### config.mk
export PLATFORM = sky130hd
export DESIGN_NAME = ram_arbiter
export DESIGN_NICKNAME = d
export VERILOG_FILES = /design/src/common/ram_pkg.sv /design/src/verilog/ram_arbiter.sv
export SDC_FILE = /design/constraint.sdc
export NUM_CORES = 1
export LEC_CHECK = 0
export BUFFER_PORTS_ARGS = -buffer_cell sky130_fd_sc_hd__buf_2
export CORE_AREA = 2 2 101 103
export DETAILED_ROUTE_END_ITERATION = 8
export DIE_AREA = 0 0 103 105
export GPL_ROUTABILITY_DRIVEN = 0
export SLEW_MARGIN = 20
export SYNTH_ARGS = -nofsm -noshare
export SYNTH_HDL_FRONTEND = slang
export SYNTH_SLANG_ARGS = --single-unit
### constraint.sdc
create_clock -name clk_i -period 1.1 [get_ports clk_i]
set_input_delay 0.11 -clock clk_i [delete_from_list [all_inputs] [get_ports clk_i]]
set_output_delay 0.11 -clock clk_i [all_outputs]
set_load 0.005 [all_outputs]
### src/common/ram_pkg.sv
/*
  Shared sizes and types for the on-chip RAM subsystem.
  Requesters, arbiter and RAM refer to these by scoped names.
*/

package ram_pkg;

  // Bank geometry of the 128 KB RAM
  localparam int RAM_BANKS  = 32;
  localparam int BANK_WORDS = 1024;
  localparam int BANK_AW    = 10;
  localparam int BANK_SW    = 5;
  localparam int RAM_AW     = BANK_SW + BANK_AW;

  // Data path
  localparam int DATA_W = 32;
  localparam int STRB_W = DATA_W / 8;

  // Requesters sharing the RAM
  localparam int NUM_PORTS = 2;
  localparam int PORT_W    = 1;

  // Bank view of a word address
  typedef struct packed {
    logic [BANK_SW-1:0] bank;
    logic [BANK_AW-1:0] row;
  } ram_bank_row_t;

  // One address word, seen flat by the requesters and split by the RAM
  typedef union packed {
    logic [RAM_AW-1:0] word;
    ram_bank_row_t     bank_row;
  } ram_addr_u;

  // Request from one port
  // A non-zero wstrb is a write, zero is a read
  typedef struct packed {
    logic              req;
    ram_addr_u         addr;
    logic [DATA_W-1:0] wdata;
    logic [STRB_W-1:0] wstrb;
  } ram_req_t;

  // Single access issued to the RAM in a cycle
  typedef struct packed {
    logic              en;
    ram_addr_u         addr;
    logic [DATA_W-1:0] wdata;
    logic [STRB_W-1:0] wstrb;
  } ram_cmd_t;

  // Response back to one port
  typedef struct packed {
    logic              gnt;
    logic              rvalid;
    logic [DATA_W-1:0] rdata;
  } ram_rsp_t;

endpackage

### src/verilog/ram_arbiter.sv
/*
  Round-robin arbiter between the processor port and the DMA port.
  Grants one access per cycle and forwards it as the RAM command.
  Read data is routed back with rvalid one cycle after the grant.
*/

`timescale 1ns/1ps

module ram_arbiter (
  input  logic                       clk_i,
  input  logic                       rst_n_i,
  input  ram_pkg::ram_req_t          req_i [ram_pkg::NUM_PORTS],
  output ram_pkg::ram_rsp_t          rsp_o [ram_pkg::NUM_PORTS],
  output ram_pkg::ram_cmd_t          cmd_o,
  input  logic [ram_pkg::DATA_W-1:0] rdata_i
);

  logic [ram_pkg::NUM_PORTS-1:0] req_vec;
  logic [ram_pkg::NUM_PORTS-1:0] gnt;
  logic                          any_req;
  logic [ram_pkg::PORT_W-1:0]    win;
  logic                          win_is_read;

  // Port that wins a tie
  logic [ram_pkg::PORT_W-1:0]    prio_q;

  // Read return record
  logic                          rd_pend_q;
  logic [ram_pkg::PORT_W-1:0]    rd_port_q;

  always_comb begin
    for (int p = 0; p < ram_pkg::NUM_PORTS; p++) begin
      req_vec[p] = req_i[p].req;
    end
  end

  assign any_req = |req_vec;

  // Winner selection
  // a lone requester always wins, a tie goes to the priority port
  always_comb begin
    if (&req_vec) begin
      win = prio_q;
    end else if (req_vec[1]) begin
      win = 1'b1;
    end else begin
      win = 1'b0;
    end
  end

  always_comb begin
    for (int p = 0; p < ram_pkg::NUM_PORTS; p++) begin
      gnt[p] = any_req && (win == p[ram_pkg::PORT_W-1:0]);
    end
  end

  // Forward the winning request
  always_comb begin
    cmd_o.en    = any_req;
    cmd_o.addr  = req_i[win].addr;
    cmd_o.wdata = req_i[win].wdata;
    cmd_o.wstrb = req_i[win].wstrb;
  end

  assign win_is_read = (req_i[win].wstrb == '0);

  // Priority moves to the other port after every grant
  always_ff @(posedge clk_i) begin
    if (!rst_n_i) begin
      prio_q <= '0;
    end else if (any_req) begin
      prio_q <= ~win;
    end
  end

  // Track the granted read so its data goes back to the right port
  always_ff @(posedge clk_i) begin
    if (!rst_n_i) begin
      rd_pend_q <= 1'b0;
      rd_port_q <= '0;
    end else begin
      rd_pend_q <= any_req && win_is_read;
      if (any_req && win_is_read) begin
        rd_port_q <= win;
      end
    end
  end

  always_comb begin
    for (int p = 0; p < ram_pkg::NUM_PORTS; p++) begin
      rsp_o[p].gnt    = gnt[p];
      rsp_o[p].rvalid = rd_pend_q && (rd_port_q == p[ram_pkg::PORT_W-1:0]);
      // Both ports see the data, rvalid says whose it is
      rsp_o[p].rdata  = rdata_i;
    end
  end

endmodule

==> metrics, run 1 <==
outcome finished with violations; violated checks setup timing; ANT nets after route 0; Most used DFF post-synth dfxtp_1; largest net degree at the start of global routing 13; vias in the first global route 1340; Comb power frac 0.726; # DRC 0; GR Util met3 0.0334; NetSw 443 uW; worst clock skew 0.00192 ns; Register Area 61.3 um2; pwr dens 616 nW/um2; Final Setup Violations 52; # rows 36; Tcrit/Tclk final 1.40; DIE AREA 10800 um2; Fmax 651 MHz; fill count 1021; Clock transition at path regs 0.03 ns; final std cells w/o fill 396; gr busiest metal met2; Seq pwr share 0.077; Post-Syn Area 1540 um2; CTS Buf Count 3; Sw Ratio 0.279; internal power 1150 uW; Setup Total Neg Slack -20.56 ns; footprint of the multi-input gates 970 um2; H-tree lvl count 1; Setup crit end kind output port; RSZ-0062 raised after global routing true; VDD IR max 0.218 mV; Min Hold Slack 0.142 ns; YS warnings 0; Yosys cell types 24; synthesis-to-layout area growth 67.1%; chip height 105 um; CTS sink cnt 3; layout cells sized above 1 0.909; Port Buf Inserts 161; crit path kind flop to output port; core area 9640 um2; cell area after layout 2580 um2; largest cells by area after synthesis mux2_4, buf_4, dfxtp_1; Overflow after GRT 0; M1 GR Usage 0.0594; clock latency on the worst-skew pair 0.21 ns; post-detail-place hpwl 4.40 mm; initial core utilization 0.160; Total Wirelength 5.28 mm; Initial DRC Count 26; slew margin rel. 0.809; Synth Instances 153; worst-margin pin slew 0.284 ns; CTS root buf clkbuf_8; Max Fanout on Critical Path 6; diode count 0; Worst Hold Class primary input to flop; Max Slew Vio Count 0; Clock Power Share 0.197; DR vias 1417; flops & latches, synth 3; leakage 0.00143 uW; die width 103 um; All-Layer GR Usage 0.0774; worst r2r path cells 3; top-count cell post-synth buf_4; utilization after layout 0.268; WL/cell 13.3 um; CP required 0.99 ns; Nets 402; WP data arrival 1.43 ns; Tmin final 1.54 ns; Syn Nets 291; clk buf depth 2; critical path launch point type flop; placed cells 389; Post-synth EDFFs 0; maxcap violations 0; CTS tree done; first-pass detailed-route iteration total 2; # IOs 258; Fin. Hold Viols 0; post-route setup slack -0.436 ns; first-pass GRT wire length 6.41 mm; Post-synth ARST share 0; Yosys top cell area share 0.476; met2 Use GR 0.164; most instantiated cells after synthesis buf_4, mux2_4, buf_6, inv_1; placed cell areas 2150 um2; initial antenna violation count 1; Seq/Total Area, Yosys 0.0389; vias per cell 3.58; post-synthesis average cell area 10.1 um2; hold path depth 2; Yosys top cell by area mux2_4
-- power by group through the flow --
| stage | combinational (uW) | sequential [uW] | clock [uW] |
|---|---|---|---|
| 2_1_floorplan | 652 | 125 | 0 |
| 3_3_place_gp | 898 | 124 | 0 |
| 3_5_place_dp | 907 | 124 | 0 |
| 4_1_cts | 1020 | 123 | 323 |
| 5_1_grt | 1230 | 124 | 328 |
| 6_report | 1150 | 123 | 312 |
-- layout make-up --
type                       instances  share of cell area
timing repair buffer             176               0.511
tap                              133              0.0645
clock buffer                       4              0.0175
multi-input combinational         75               0.376
inverter                           5             0.00727
sequential                         3              0.0238
-- kinds of logic after synthesis --
group | Yosys count | synth area share
buffers and inverters | 76 | 0.368
multiplexers | 51 | 0.491
AND/OR/NAND/NOR | 13 | 0.0543
AO/OA/AOI/OAI | 10 | 0.0478
flip-flops | 3 | 0.0389
-- layout by cell type, fill, tap and decap left out, drive strengths merged --
cell and n:
a211oi 1, a21oi 2, a221oi 1, a22oi 1, and2 1, and2b 1, buf 175, clkbuf 5
dfxtp 3, inv 5, mux2 51, nand2 4, nand2b 1, nand3 1, nor2 1, nor2b 3
nor3 2, o2111a 1, o21ai 1, o31a 1, o31ai 2
-- path summary, 6_finish.rpt --
kind            from         to  slack (ns)
max           prio_q  cmd_o[31]       -0.44
min          rst_n_i  rd_port_q        0.14
max reg2reg   prio_q  rd_port_q           0
min reg2reg   prio_q     prio_q        0.60
-- layer usage --
| layer | part of all wire | vias to the layer above |
|---|---|---|
| li1 | - | 682 |
| met1 | 0.30 | 619 |
| met2 | 0.58 | 106 |
| met3 | 0.11 | 8 |
| met4 | 0.0038 | 2 |
| met5 | 0.0025 | - |
-- what timing repair did --
action                     in CTS  in global routing
hold buffers                    0                  0
gates resized for setup        25                 34
cloned                          1                  1
setup endpoints to repair      54                 54
setup buffers                   0                  1
pin swaps                       4                  2
-- sequential cells by signal, indices dropped and copies added (netlist names) --
name	cells
rd_port_q	1
prio_q	1
rd_pend_q	1
-- worst max-delay path, cell delays in order, from the launching register on --
cell       delay, ns
dfxtp_2         0.30
nand2b_4        0.19
nand2_8         0.13
clkbuf_16       0.17
mux2_4          0.30
buf_2           0.12
-- per-stage QoR --
stage	power [uW]	setup WS [ns]
global placement	1020	-0.209
global route	1680	-0.480
finish	1590	-0.436
floorplan	777	-0.0562
detailed placement	1030	-0.223
CTS	1460	-0.441
No activity file was read; power rests on OpenSTA's default activity.
==> run 2, diff against run 1 <==
- RECOVER_POWER: unset -> 100
==> run 2 against run 1 <==
Net effect: the flow still finishes with violations (setup timing); cell count did not move; global-route usage did not move; die area did not move; combinational power barely moved; first-iteration DRC count fell by 12%; count of clock-buffer cells in the layout did not move; critical path type unchanged; critical endpoint unchanged; highest routed layer unchanged.
==> metrics, run 2 (synthesis results as in run 1) <==
outcome finished with violations; violated checks setup timing; vias in the first global route 1340; crit path kind flop to output port; clk buf depth 2; Initial DRC Count 23; Max Slew Vio Count 0; critical path launch point type flop; hold buffer count at cts 0; initial core utilization 0.160; maxcap violations 0; Worst Hold Class primary input to flop; synthesis-to-layout area growth 67.0%; # DRC 0; Regs by FF count prio_q (1), rd_pend_q (1), rd_port_q (1); CTS tree done; pre-CTS setup slack -0.223 ns; # IOs 258; post-route setup slack -0.436 ns; Fmax 651 MHz; CTS root buf clkbuf_8; worst-margin pin slew 0.284 ns; slew margin rel. 0.809; DR vias 1418; Clock transition at path regs 0.03 ns; pwr dens 616 nW/um2; Tcrit/Tclk final 1.40; core area 9640 um2; Max Fanout on Critical Path 6; WL/cell 13.3 um; Tmin final 1.54 ns; layout cells sized above 1 0.905; largest net degree at the start of global routing 13; Overflow after GRT 0; worst clock skew 0.00192 ns; vias per cell 3.58; # rows 36; Port Buf Inserts 161; CP max stage cell dfxtp_2; VDD IR max 0.218 mV; All-Layer GR Usage 0.0774; utilization after layout 0.268; CP required 0.99 ns; H-tree lvl count 1; commonest cells after routing, fill and taps aside buf_2, mux2_4, buf_6; leakage 0.00143 uW; RSZ-0062 raised after global routing true; die width 103 um; CTS Buf Count 3; chip height 105 um; CTS sink cnt 3; Final Setup Violations 53; most common cell after layout, fill and taps aside buf_2; post-detail-place hpwl 4.40 mm; Setup crit end kind output port; first-pass detailed-route iteration total 2; ANT nets after route 0; first-pass GRT wire length 6.41 mm; initial antenna violation count 1; Nets 402; Total Wirelength 5.29 mm; CP Cell Sequence nand2b_4 > nand2_8 > clkbuf_16 > mux2_4 > buf_2; DIE AREA 10800 um2; diode count 0; Worst path max stage delay 0.30 ns; WP data arrival 1.43 ns; clock latency on the worst-skew pair 0.21 ns; Fin. Hold Viols 0
## run 2: cell count changes in the layout (fill, tap and decap cells not counted)
cell,change
and2_0,+1
and2_1,-1
and2b_2,-1
and2b_1,+1
clkbuf_2,+1
buf_2,-1
## run 2: power by group
part	internal (uW)	leakage (uW)	switching [uW]	total, uW
combinational	781	0.00138	372	1150
clock	246	0.0000228	65.7	312
sequential	118	0.0000249	5.04	123
## run 2: worst paths after layout
| path | startpoint | endpoint | slack [ns] | cells after the start |
|---|---|---|---|---|
| worst min register to register | prio_q | prio_q | 0.60 | 3 |
| worst max-delay path | prio_q | cmd_o[31] | -0.44 | 5 |
| worst min-delay path | rst_n_i | rd_port_q | 0.14 | 2 |
| worst max register to register | prio_q | rd_port_q | -0.01 | 4 |
## run 2: what timing repair did
item,4_1_cts,5_1_grt
resized for setup,25,34
endpoints found under the setup margin,54,54
pin swaps,4,2
gates cloned,1,1
setup buffers,0,1
## run 2: final cells by class
class | count | area, um2
fill | 1022 | 7060
tap | 133 | 166
timing repair buffer | 176 | 1320
clock buffer | 4 | 45.0
inverter | 5 | 18.8
sequential | 3 | 61.3
multi-input combinational | 75 | 968
## run 2: worst max-delay path: cells and delay by family (launching register included)
kind,cells,cell delay (ns)
and+or+nand+nor,2,0.32
buffers and inverters,2,0.29
DFF,1,0.30
muxes,1,0.30
## run 2: metrics by stage
step           setup TNS [ns]  hold slack, ns  total power (uW)  instance area [um2]  std cells
3_5_place_dp            -9.92           0.220              1030                 2150        389
4_1_cts                -21.71           0.138              1460                 2360        394
5_1_grt                -22.77           0.141              1680                 2580        396
3_3_place_gp            -9.10           0.220              1020                 2150        389
2_1_floorplan           -2.71           0.238               777                 1570        153
6_report               -20.54           0.142              1590                 2580        396
## run 2: layer usage
metal	GRT usage	routed length, um	up-vias	share of wire
met2	0.164	3080	106	0.58
li1	-	-	682	-
met5	0	13	-	0.0025
met4	0.0207	20	2	0.0038
met3	0.0334	598	8	0.11
met1	0.0594	1570	620	0.30
==> run 3, diff against run 2 <==
- ABC_AREA: unset -> 1
- CORE_AREA: 2 2 101 103 -> 2 2 99 101
- DIE_AREA: 0 0 103 105 -> 0 0 101 103
==> run 3 against run 2 <==
Net effect: the run still ends with setup timing left; combinational power shrank 27%; area after synthesis decreased by 15%; sequential share of layout area grew 0.66 points; die area shrank 3.8%; global-route usage shrank 0.12 points; worst hold slack worse by 0.0091 ns.
==> metrics, run 3 <==
Critical R2R Capture rd_port_q; Hold Startpoint rst_n_i; H-tree lvl count 1; Setup crit end kind output port; initial core utilization 0.138; Syn Nets 391; synthesis-to-layout area growth 54.7%; top-count cell post-synth nand2_1; first-pass GRT wire length 6.37 mm; cell area after layout 2020 um2; reg-to-reg critical path startpoint prio_q; chip height 103 um; largest cells by area after synthesis nand2_1, buf_4, dfxtp_1; post-synthesis mux area share 0; vias per cell 3.65; hold path depth 3; outcome finished with violations; endpoint of the worst hold path rd_port_q; fill count 1102; worst r2r path cells 10; Most used DFF post-synth dfxtp_1; most instantiated cells after synthesis nand2_1, buf_4, buf_2; critical path launch point type flop; Max Slew Vio Count 0; CTS tree done; Tmin final 1.33 ns; # IOs 258; Synth Instances 253; WL/cell 10.6 um; Tcrit/Tclk final 1.21; post-route setup slack -0.229 ns; die width 101 um; hold buffer count at cts 0; worst clock skew 0.00280 ns; Initial DRC Count 24; Total Wirelength 5.00 mm; CTS Buf Count 3; Fmax 752 MHz; clk buf depth 2; Post-synth EDFFs 0; post-detail-place hpwl 4.02 mm; Max Fanout on Critical Path 24; Synth Area in Simple Gates 0.509; combinational family with the most area after synthesis simple AND/OR/NAND/NOR gates; Post-Syn Area 1310 um2; violated checks setup timing; largest net degree at the start of global routing 33; initial antenna violation count 0; adder-cell share of the synthesized area 0; CTS sink cnt 3; worst-margin pin slew 0.172 ns; commonest cells after routing, fill and taps aside buf_2, nand2_1, buf_6; R2R Setup Slk -0.11 ns; pwr dens 636 nW/um2; Crit. Startpoint prio_q; WP data arrival 1.22 ns; CTS root buf clkbuf_8; CP max stage cell dfxtp_2; layout cells sized above 1 0.545; Nets 495; maxcap violations 0; leakage 0.00130 uW; Setup Total Neg Slack -11.11 ns; crit path kind flop to output port; Post-synth ARST share 0; Yosys top cell by area nand2_1; CP required 0.99 ns; Yosys top cell area share 0.431; Yosys cell types 13; Synth Area in Compound Gates 0.00959; Regs by FF count prio_q (1), rd_pend_q (1), rd_port_q (1); DR vias 1715; Overflow after GRT 0; core area 9460 um2; Final Setup Violations 55; Synth Area in XOR/XNOR 0; Port Buf Inserts 161; # DRC 0; cell mode on critical path nand2_1; CP Cell Sequence inv_2 > nand2_4 > nand2_8 > inv_6 > buf_12 > nand2_1 > nand2_1 > buf_2; diode count 0; Worst path max stage delay 0.31 ns; flops & latches, synth 3; vias in the first global route 1439; VDD IR max 0.661 mV; Clock transition at path regs 0.03 ns; utilization after layout 0.213; first-pass detailed-route iteration total 4; Seq/Total Area, Yosys 0.0460; DIE AREA 10400 um2; clock latency on the worst-skew pair 0.22 ns; slew margin rel. 0.885; post-synthesis average cell area 5.16 um2; placed cell areas 1820 um2; ANT nets after route 0; Worst Hold Class primary input to flop; RSZ-0062 raised after global routing true; most common cell after layout, fill and taps aside buf_2; All-Layer GR Usage 0.0762; YS warnings 0; # rows 36; Fin. Hold Viols 0
run 3: cells by family after synthesis:
family,count (synthesis)
AOI/OAI and AO/OA,2
buffers and inverters,81
DFF,3
and+or+nand+nor,167
run 3: power by group:
part | internal [uW] | switching (uW) | total (uW)
Clock | 247 | 74.8 | 322
Combinational | 450 | 392 | 842
Sequential | 116 | 3.41 | 120
Total | 813 | 470 | 1280
run 3: worst max-delay path by stage:
| stage | depth (start not counted) | to |
|---|---|---|
| 4_1_cts | 8 | cmd_o[12] |
| 6_report | 8 | cmd_o[37] |
| 3_5_place_dp | 8 | cmd_o[37] |
| 2_1_floorplan | 7 | cmd_o[30] |
| 3_3_place_gp | 9 | rd_port_q |
| 5_1_grt | 8 | cmd_o[5] |
run 3: per-stage QoR:
| stage | worst slack, ns | hold WS [ns] | total power (uW) | instances |
|---|---|---|---|---|
| final | -0.229 | 0.133 | 1280 | 470 |
| after global routing | -0.315 | 0.144 | 1410 | 470 |
| after CTS | -0.223 | 0.132 | 1260 | 468 |
| after detailed placement | -0.0900 | 0.220 | 875 | 463 |
| after global placement | -0.0707 | 0.220 | 877 | 463 |
| after floorplan | 0.0191 | 0.231 | 626 | 253 |
run 3: routing by layer:
layer / wire (um) / global-route usage / vias to the layer above
met5: 0 / 0 / -
met4: 76 / 0.0135 / 0
met3: 587 / 0.0258 / 8
met2: 2650 / 0.163 / 120
met1: 1690 / 0.0686 / 694
li1: - / - / 893
run 3: cell type report:
type / instances / area, um2 / area share
multi-input cells: 169 / 751 / 0.372
flip-flops and latches: 3 / 61.3 / 0.0304
repair buffers: 174 / 992 / 0.491
well taps: 114 / 143 / 0.0706
clock buffers: 4 / 45.0 / 0.0223
inverters: 6 / 27.5 / 0.0136
run 3: critical path: cells and delay by family (launching register included):
kind	cells	cell delay, ns
buf+inv	4	0.39
flops	1	0.31
simple gates	4	0.29
run 3: timing repair:
| action | in CTS | in global routing |
|---|---|---|
| pin swaps | 1 | 6 |
| cloned | 0 | 0 |
| endpoints found under the setup margin | 54 | 55 |
| buffers inserted | 1 | 2 |
| endpoints found under the hold margin | 0 | 0 |
| resized for setup | 20 | 10 |
